`config.mk`:
```
export PLATFORM = sky130hd
export DESIGN_NAME = mbox_top
export DESIGN_NICKNAME = d
export VERILOG_FILES = /design/src/hdl/mbox_pkg.sv /design/src/hdl/fifo_sync.sv /design/src/hdl/mbox_regs.sv /design/src/hdl/tx_gap_timer.sv /design/src/hdl/tx_sequencer.sv /design/src/hdl/mbox_top.sv
export VERILOG_INCLUDE_DIRS = /design/src /design/src/include
export SDC_FILE = /design/constraint.sdc
export NUM_CORES = 1
export LEC_CHECK = 0
export ABC_AREA = 1
export BUFFER_PORTS_ARGS = -buffer_cell sky130_fd_sc_hd__buf_2
export CAP_MARGIN = 5
export CORE_ASPECT_RATIO = 0.7
export CORE_MARGIN = 3
export CORE_UTILIZATION = 58
export CTS_BUF_LIST = sky130_fd_sc_hd__clkbuf_8
export DETAILED_ROUTE_END_ITERATION = 8
export PLACE_DENSITY = 0.81
export SKIP_CTS_REPAIR_TIMING = 1
export SKIP_LAST_GASP = 1
export SLEW_MARGIN = 20
export SYNTH_ARGS = -nofsm -noshare
export SYNTH_HDL_FRONTEND = slang
export SYNTH_HIERARCHICAL = 1
export SYNTH_SLANG_ARGS = --single-unit
```
`constraint.sdc`:
```
create_clock -name clk -period 2.69 [get_ports clk]
set_input_delay 0.1345 -clock clk [delete_from_list [all_inputs] [get_ports clk]]
set_output_delay 0.1345 -clock clk [all_outputs]
set_load 0.05 [all_outputs]
```
`src/include/mbox_config.svh`:
```
/*
 Build constants for the link transmitter: word width, FIFO depth and
 the APB register map. Include this wherever one of the macros is used.
 */
`ifndef MBOX_CONFIG_SVH
`define MBOX_CONFIG_SVH

// Datapath sizes
`define MBOX_DW 16              // Link and FIFO word width
`define MBOX_AW 5               // FIFO address bits for 32 entries

// APB byte offsets
`define MBOX_REG_DATA   8'h00   // Write pushes one word
`define MBOX_REG_CTRL   8'h04   // Write starts a burst
`define MBOX_REG_STATUS 8'h08   // Read returns the flags

`endif

```
`src/hdl/mbox_pkg.sv`:
```
/*
 Types shared by the link transmitter blocks.
 Compile ahead of the RTL that imports it.
 */
`include "mbox_config.svh"

package mbox_pkg;

   // Word presented on the link port
   typedef struct packed {
      logic [`MBOX_DW-1:0] data;   // Payload popped from the FIFO
      logic                last;   // Set on the final word of a burst
   } link_word_t;

   // Start command from the register block
   typedef struct packed {
      logic [5:0] len;             // Words in burst 1 to 32
      logic [7:0] gap;             // Idle cycles between words
   } burst_cmd_t;

   // Sequencer states
   typedef enum logic [1:0] {
      ST_IDLE,                     // No burst running
      ST_FETCH,                    // Pop as soon as FIFO has data
      ST_SEND,                     // Hold word until ready
      ST_GAP                       // Idle between words
   } tx_state_t;

   // STATUS read value in prdata[2:0]
   typedef struct packed {
      logic fifo_empty;            // Bit 2
      logic fifo_full;             // Bit 1
      logic busy;                  // Bit 0
   } mbox_status_t;

endpackage

```
`src/hdl/fifo_sync.sv`:
```
/*
 Small synchronous FIFO with registered empty/full flags and an inferred
 register array. There is no overflow or underflow guard, so the writer must
 not push when full and the reader must not pop when empty.
 */
`include "mbox_config.svh"

module fifo_sync #(
   parameter int AW = `MBOX_AW,                  // Depth is 2**AW
   parameter int DW = `MBOX_DW                   // Word width
) (
   input  logic          clk,
   input  logic          reset,
   input  logic [DW-1:0] wr_data,
   input  logic          wr_en,
   input  logic          rd_en,
   output logic [DW-1:0] rd_data,
   output logic          rd_empty,
   output logic          wr_full
);

   logic [DW-1:0] mem [0:(1<<AW)-1];             // Storage array
   logic [AW-1:0] waddr;                         // Next slot to write
   logic [AW-1:0] raddr;                         // Oldest entry
   logic [AW-1:0] count;                         // Wraps to 0 when full

   // Pointers, occupancy and flags
   always_ff @(posedge clk)
   begin
      if (reset)
      begin
         waddr    <= '0;
         raddr    <= '0;
         count    <= '0;
         rd_empty <= 1'b1;
         wr_full  <= 1'b0;
      end
      else if (wr_en && rd_en)
      begin
         waddr <= waddr + 1'b1;                  // Occupancy unchanged
         raddr <= raddr + 1'b1;                  // Flags hold
      end
      else if (wr_en)
      begin
         waddr    <= waddr + 1'b1;
         count    <= count + 1'b1;
         rd_empty <= 1'b0;
         if (&count)                             // Last free slot taken
            wr_full <= 1'b1;
      end
      else if (rd_en)
      begin
         raddr   <= raddr + 1'b1;
         count   <= count - 1'b1;
         wr_full <= 1'b0;
         if (count == 1)                         // Final entry leaving
            rd_empty <= 1'b1;
      end
   end

   // Write port
   always_ff @(posedge clk)
   begin
      if (wr_en)
         mem[waddr] <= wr_data;
   end

   // Asynchronous read of the head entry
   assign rd_data = mem[raddr];

endmodule

```
`src/hdl/mbox_regs.sv`:
```
/*
 APB register block. DATA writes push one word into the FIFO, CTRL writes
 issue a one-cycle start with a held burst command, STATUS reads the flags.
 Illegal writes complete with pslverr and have no effect.
 */
`include "mbox_config.svh"

module mbox_regs (
   input  logic                 clk,
   input  logic                 reset,
   input  logic                 psel,
   input  logic                 penable,
   input  logic                 pwrite,
   input  logic [7:0]           paddr,
   input  logic [31:0]          pwdata,
   output logic [31:0]          prdata,
   output logic                 pready,
   output logic                 pslverr,
   output logic [`MBOX_DW-1:0]  fifo_wr_data,
   output logic                 fifo_wr_en,
   input  logic                 fifo_full,
   input  logic                 fifo_empty,
   input  logic                 busy,
   output logic                 start,
   output mbox_pkg::burst_cmd_t cmd
);
   import mbox_pkg::*;

   logic         access;                          // APB access phase
   logic         wr_data_sel;                     // DATA write
   logic         wr_ctrl_sel;                     // CTRL write
   logic         rd_status_sel;                   // STATUS read
   logic         len_bad;                         // Length outside 1 to 32
   logic         ctrl_refuse;                     // CTRL write not accepted
   burst_cmd_t   cmd_in;                          // Decoded CTRL word
   mbox_status_t status;

   assign access        = psel & penable;
   assign wr_data_sel   = access & pwrite & (paddr == `MBOX_REG_DATA);
   assign wr_ctrl_sel   = access & pwrite & (paddr == `MBOX_REG_CTRL);
   assign rd_status_sel = access & ~pwrite & (paddr == `MBOX_REG_STATUS);

   // CTRL field decode
   assign cmd_in.len = pwdata[5:0];
   assign cmd_in.gap = pwdata[15:8];
   assign len_bad    = (cmd_in.len == 6'd0) || (cmd_in.len > 6'd32);

   // A start still in flight counts as busy
   assign ctrl_refuse = busy | start | len_bad;

   // Guarded push lands on the access-phase edge
   assign fifo_wr_en   = wr_data_sel & ~fifo_full;
   assign fifo_wr_data = pwdata[`MBOX_DW-1:0];

   assign pready  = 1'b1;                         // No wait states
   assign pslverr = (wr_data_sel & fifo_full) | (wr_ctrl_sel & ctrl_refuse);

   // Status word
   assign status.fifo_empty = fifo_empty;
   assign status.fifo_full  = fifo_full;
   assign status.busy       = busy;

   // Read mux, DATA and unmapped read as zero
   always_comb
   begin
      prdata = '0;
      if (rd_status_sel)
         prdata[2:0] = status;
   end

   // One-cycle start pulse
   always_ff @(posedge clk)
   begin
      if (reset)
         start <= 1'b0;
      else
         start <= wr_ctrl_sel & ~ctrl_refuse;
   end

   // Command held until the next accepted CTRL write
   always_ff @(posedge clk)
   begin
      if (wr_ctrl_sel && !ctrl_refuse)
         cmd <= cmd_in;
   end

endmodule

```
`src/hdl/tx_gap_timer.sv`:
```
/*
 Inter-word idle timer. Load arms it with a gap count and expired pulses
 once the count has run down to zero. A gap of zero expires next cycle.
 */
module tx_gap_timer (
   input  logic       clk,
   input  logic       reset,
   input  logic       load,
   input  logic [7:0] gap,
   output logic       expired
);

   logic [7:0] count;                             // Cycles left
   logic       armed;                             // Timer running

   always_ff @(posedge clk)
   begin
      if (reset)
      begin
         count <= 8'd0;
         armed <= 1'b0;
      end
      else if (load)
      begin
         count <= gap;
         armed <= 1'b1;
      end
      else if (armed)
      begin
         if (count == 8'd0)
            armed <= 1'b0;                        // One-shot
         else
            count <= count - 8'd1;
      end
   end

   // Single-cycle pulse at zero
   assign expired = armed & (count == 8'd0);

endmodule

```
`src/hdl/tx_sequencer.sv`:
```
/*
 Burst sequencer. On start it pops len words from the FIFO one at a time,
 presents each on the valid/ready link port, marks the final one last and
 runs the gap timer between words. Never pops an empty FIFO.
 */
`include "mbox_config.svh"

module tx_sequencer (
   input  logic                 clk,
   input  logic                 reset,
   input  logic                 start,
   input  mbox_pkg::burst_cmd_t cmd,
   input  logic [`MBOX_DW-1:0]  fifo_rd_data,
   input  logic                 fifo_empty,
   output logic                 fifo_rd_en,
   output logic                 timer_load,
   output logic [7:0]           timer_gap,
   input  logic                 timer_expired,
   output mbox_pkg::link_word_t link,
   output logic                 link_valid,
   input  logic                 link_ready,
   output logic                 busy
);
   import mbox_pkg::*;

   tx_state_t  state;
   logic [5:0] remaining;                         // Words not yet popped
   logic [7:0] gap_r;                             // Gap of running burst
   logic       handshake;                         // Word accepted

   assign handshake  = link_valid & link_ready;
   assign fifo_rd_en = (state == ST_FETCH) & ~fifo_empty;
   assign timer_load = (state == ST_SEND) & handshake & ~link.last & (gap_r != 8'd0);
   assign timer_gap  = gap_r;
   assign busy       = (state != ST_IDLE);

   // FSM and valid
   always_ff @(posedge clk)
   begin
      if (reset)
      begin
         state      <= ST_IDLE;
         remaining  <= 6'd0;
         link_valid <= 1'b0;
      end
      else
      begin
         case (state)
            ST_IDLE:
            begin
               if (start)
               begin
                  remaining <= cmd.len;
                  state     <= ST_FETCH;
               end
            end
            ST_FETCH:
            begin
               if (fifo_rd_en)                    // Waits here when starved
               begin
                  remaining  <= remaining - 6'd1;
                  link_valid <= 1'b1;
                  state      <= ST_SEND;
               end
            end
            ST_SEND:
            begin
               if (handshake)
               begin
                  link_valid <= 1'b0;
                  if (link.last)
                     state <= ST_IDLE;            // Burst done
                  else if (timer_load)
                     state <= ST_GAP;
                  else
                     state <= ST_FETCH;           // Zero gap
               end
            end
            ST_GAP:
            begin
               if (timer_expired)
                  state <= ST_FETCH;
            end
            default:
            begin
               state <= ST_IDLE;
            end
         endcase
      end
   end

   // Burst gap and output word
   always_ff @(posedge clk)
   begin
      if (state == ST_IDLE && start)
         gap_r <= cmd.gap;
      if (fifo_rd_en)
      begin
         link.data <= fifo_rd_data;               // Held under back-pressure
         link.last <= (remaining == 6'd1);
      end
   end

endmodule

```
`src/hdl/mbox_top.sv`:
```
/*
 Link transmitter top level. APB programs the register block, which fills
 the FIFO and starts bursts that the sequencer sends on the link port.
 */
`include "mbox_config.svh"

module mbox_top (
   input  logic                 clk,
   input  logic                 reset,
   input  logic                 psel,
   input  logic                 penable,
   input  logic                 pwrite,
   input  logic [7:0]           paddr,
   input  logic [31:0]          pwdata,
   output logic [31:0]          prdata,
   output logic                 pready,
   output logic                 pslverr,
   output mbox_pkg::link_word_t link,
   output logic                 link_valid,
   input  logic                 link_ready
);
   import mbox_pkg::*;

   logic [`MBOX_DW-1:0] fifo_wr_data;             // Push path
   logic                fifo_wr_en;
   logic [`MBOX_DW-1:0] fifo_rd_data;             // Pop path
   logic                fifo_rd_en;
   logic                fifo_empty;
   logic                fifo_full;
   logic                busy;                     // Burst running
   logic                start;
   burst_cmd_t          cmd;
   logic                timer_load;
   logic [7:0]          timer_gap;
   logic                timer_expired;

   mbox_regs mbox_regs_i (
      .clk          (clk),
      .reset        (reset),
      .psel         (psel),
      .penable      (penable),
      .pwrite       (pwrite),
      .paddr        (paddr),
      .pwdata       (pwdata),
      .prdata       (prdata),
      .pready       (pready),
      .pslverr      (pslverr),
      .fifo_wr_data (fifo_wr_data),
      .fifo_wr_en   (fifo_wr_en),
      .fifo_full    (fifo_full),
      .fifo_empty   (fifo_empty),
      .busy         (busy),
      .start        (start),
      .cmd          (cmd)
   );

   fifo_sync #(
      .AW (`MBOX_AW),
      .DW (`MBOX_DW)
   ) fifo_sync_i (
      .clk      (clk),
      .reset    (reset),
      .wr_data  (fifo_wr_data),
      .wr_en    (fifo_wr_en),
      .rd_en    (fifo_rd_en),
      .rd_data  (fifo_rd_data),
      .rd_empty (fifo_empty),
      .wr_full  (fifo_full)
   );

   tx_sequencer tx_sequencer_i (
      .clk           (clk),
      .reset         (reset),
      .start         (start),
      .cmd           (cmd),
      .fifo_rd_data  (fifo_rd_data),
      .fifo_empty    (fifo_empty),
      .fifo_rd_en    (fifo_rd_en),
      .timer_load    (timer_load),
      .timer_gap     (timer_gap),
      .timer_expired (timer_expired),
      .link          (link),
      .link_valid    (link_valid),
      .link_ready    (link_ready),
      .busy          (busy)
   );

   tx_gap_timer tx_gap_timer_i (
      .clk     (clk),
      .reset   (reset),
      .load    (timer_load),
      .gap     (timer_gap),
      .expired (timer_expired)
   );

endmodule

```
==> results.toml <==
[layout]
multiInputGateArea_sq_mm = 0.00638
area_growth_pct = 8.48
nNetsFinal = 2381
num-fill-cells = 3094
seqCellArea_sq_mm = 0.0174
drive_above_1_share_pct = 10.8
antennaDiodeCount = 0
final-instance-count-excl-fill = 2935

[floorplanning]
die_height_microns = 180
dieArea_sq_mm = 0.0458
core_sq_mm = 0.0425
start_util_pct = 59.0
ios = 98
num_rows = 63
die_w_microns = 254

[global_routing]
grt_pass1_wl_microns = 90000
antenna_found_initial = 1
grt_use_met3_pct = 5.54
grt_overflow = 0
grt_pass1_vias = 16200
grt.total_usage_pct = 25.8
grt_use_met2_pct = 38.5
use_met1_pct = 37.9
grt_max_degree = 143
grt_busiest_layer = "met2"

[worst_setup_path]
path_class = "reg -> out"
cp.arrival_ns = 2.15
end_kind = "output pin"
required_ns = 2.56
crit_fanout = 4
start_kind = "flip-flop"

[cts]
numCtsBuffers = 85
cts_tree = "built"
clockBufferDepth = 3
htreeDepth = 3
clkSlewWorstSetupHoldPaths_ns = 0.07
clockRootBuffer = "clkbuf_8"
clock-sinks = 592
clock_latency_ns = 0.65

[place]
dp.cells = 2776
gp_congestion = 0.837
dp_hpwl_microns = 33400
port_buffers = 51
pre_cts_ws_ns = 0.492

[route]
antenna_left = 0
via_per_inst = 5.76
num_vias = 16900
drt_iter0_drc = 2457
wl_per_cell_microns = 20.3
drcViolationCount = 0
drt_wl_total_microns = 59600
first_pass_iters = 6

[yosys]
synth_edf_count = 551
synth-adder-area-share_pct = 0.998
synth_top_family_by_area = "simple AND/OR/NAND/NOR gates"
yosys_warnings = 6
yosys-top-cells-count = "nand2_1, edfxtp_1, nand3_1"
yosysSeqAreaShare_pct = 69.3
synth.area.mux_share_pct = 0
synth_area_leaders = "edfxtp_1, nand2_1, nand3_1"
yosysTopAreaCell = "edfxtp_1"
avgSynthCellArea_sq_um = 11.2
syn_inst = 2240
synth_compound_area_share_pct = 1.39
synthSimpleGateAreaFrac_pct = 22.5
yosysMostFrequentCell = "nand2_1"
synth_seq_cells = 592
synthFlopType = "edfxtp_1"
yosysTopAreaCellShare_pct = 66.0
synthDistinctLibCells = 43
synth_area_sq_mm = 0.0251
synthArstFlopShare_pct = 0
synthXorXnorAreaFrac_pct = 0.105

[timing]
rsz0062_at_grt = "no"
fin_setup_tns_ns = 0
worst_pin_slew_ns = 0.812
period_minus_slack_ns = 2.28
finalSetupViolCount = 0
fin_crit_sh_pct = 84.9
hold_viol = 0
max_freq_mhz = 438
maxSlewViolCount = 0
slew_headroom_pct = 45.8
worst_slack_ns = 0.407
fin_skew_ns = 0.0306

[job]
maxCapViolations = 0

[power_and_ir_drop]
p_total_uw = 17600
peakVddDrop_v = 0.000383
p_leak_uw = 0.0103
powerDensity_mw_per_mm2 = 648

[status]
status = "finished clean"

[worst_hold_path]
hold_class = "in -> reg"
critical path: stages, from the launching register on:
cell	delay, ns
dfxtp_1	0.33
inv_1	0.11
ha_1	0.30
inv_1	0.10
nor2_1	0.18
nand3_2	0.13
nand2_1	0.09
nand2_1	0.06
buf_2	0.21
layout make-up:
class / count / area share [%]
sequential: 592 / 63.9
multi-input combinational: 1447 / 23.5
clock buffer: 89 / 4.50
timing repair buffer: 119 / 3.36
tap: 552 / 2.54
clock inverter: 66 / 1.23
inverter: 70 / 1.01
cells by family after synthesis:
| kind of cell | after synthesis |
|---|---|
| adder cells (fa/ha/maj) | 20 |
| AO/OA/AOI/OAI | 61 |
| other | 2 |
| XOR/XNOR | 3 |
| AND/OR/NAND/NOR | 1333 |
| buffers and inverters | 229 |
| flip-flops | 592 |
registers in the layout, indices dropped and copies added (netlist names), named ones only:
register and cells:
fifo_sync_i/count 5, fifo_sync_i/mem 512, fifo_sync_i/raddr 5, fifo_sync_i/rd_empty 1, fifo_sync_i/waddr 5, fifo_sync_i/wr_full 1, mbox_regs_i/cmd 14, mbox_regs_i/start 1
tx_gap_timer_i/armed 1, tx_gap_timer_i/count 8, tx_sequencer_i/link 17, tx_sequencer_i/link_valid 1, tx_sequencer_i/remaining 6, tx_sequencer_i/state 2, tx_sequencer_i/timer_gap 8
stage by stage:
step	util (%)	hold WS [ns]	instance area, sq um
after floorplan	-	0.204	25200
after global placement	60.2	0.402	25600
after detailed placement	60.2	0.405	25600
after CTS	63.9	-0.119	27200
after global routing	64.0	0.0264	27200
final	64.0	0.0123	27200
layout by cell type, fill, tap and decap left out, drive strengths merged:
cell,netlist,final
nand2,803,803
edfxtp,551,551
nand3,414,414
buf,139,115
nor2,102,102
inv,69,102
clkbuf,20,89
dfxtp,41,41
clkinv,1,31
conb,2,30
o21ai,28,28
a21oi,27,27
ha,20,20
nor3,7,7
dlygate4sd3,0,4
bufinv,0,2
xnor2,2,2
o21bai,2,2
nand4,2,2
nand3b,2,2
clkinvlp,0,1
and3,1,1
o22ai,1,1
o31ai,1,1
a211oi,1,1
nor4,1,1
xor2,1,1
o211ai,1,1
or2,1,1
worst paths after layout:
check                               start                           to  slack (ns)  cells past startpoint
setup / recovery  tx_sequencer_i/state[1]                      pslverr        0.41                      8
setup reg to reg                flip-flop       tx_sequencer_i/link[7]        0.48                      9
hold / removal                 link_ready      tx_sequencer_i/state[1]        0.01                      6
hold reg to reg        mbox_regs_i/cmd[7]  tx_sequencer_i/timer_gap[7]        0.41                      0
metal layers:
metal	part of all wire [%]	vias up
li1	-	7759
met1	40	7959
met2	45	1067
met3	12	130
met4	2.6	0
met5	0	-
power by group:
group	switching (uW)	internal, uW	leakage (uW)	total, uW
Combinational	690	232	0.00413	923
Clock	3290	3270	0.000924	6560
Sequential	43.7	10100	0.00528	10100
No activity file was read; power rests on OpenSTA's default activity.
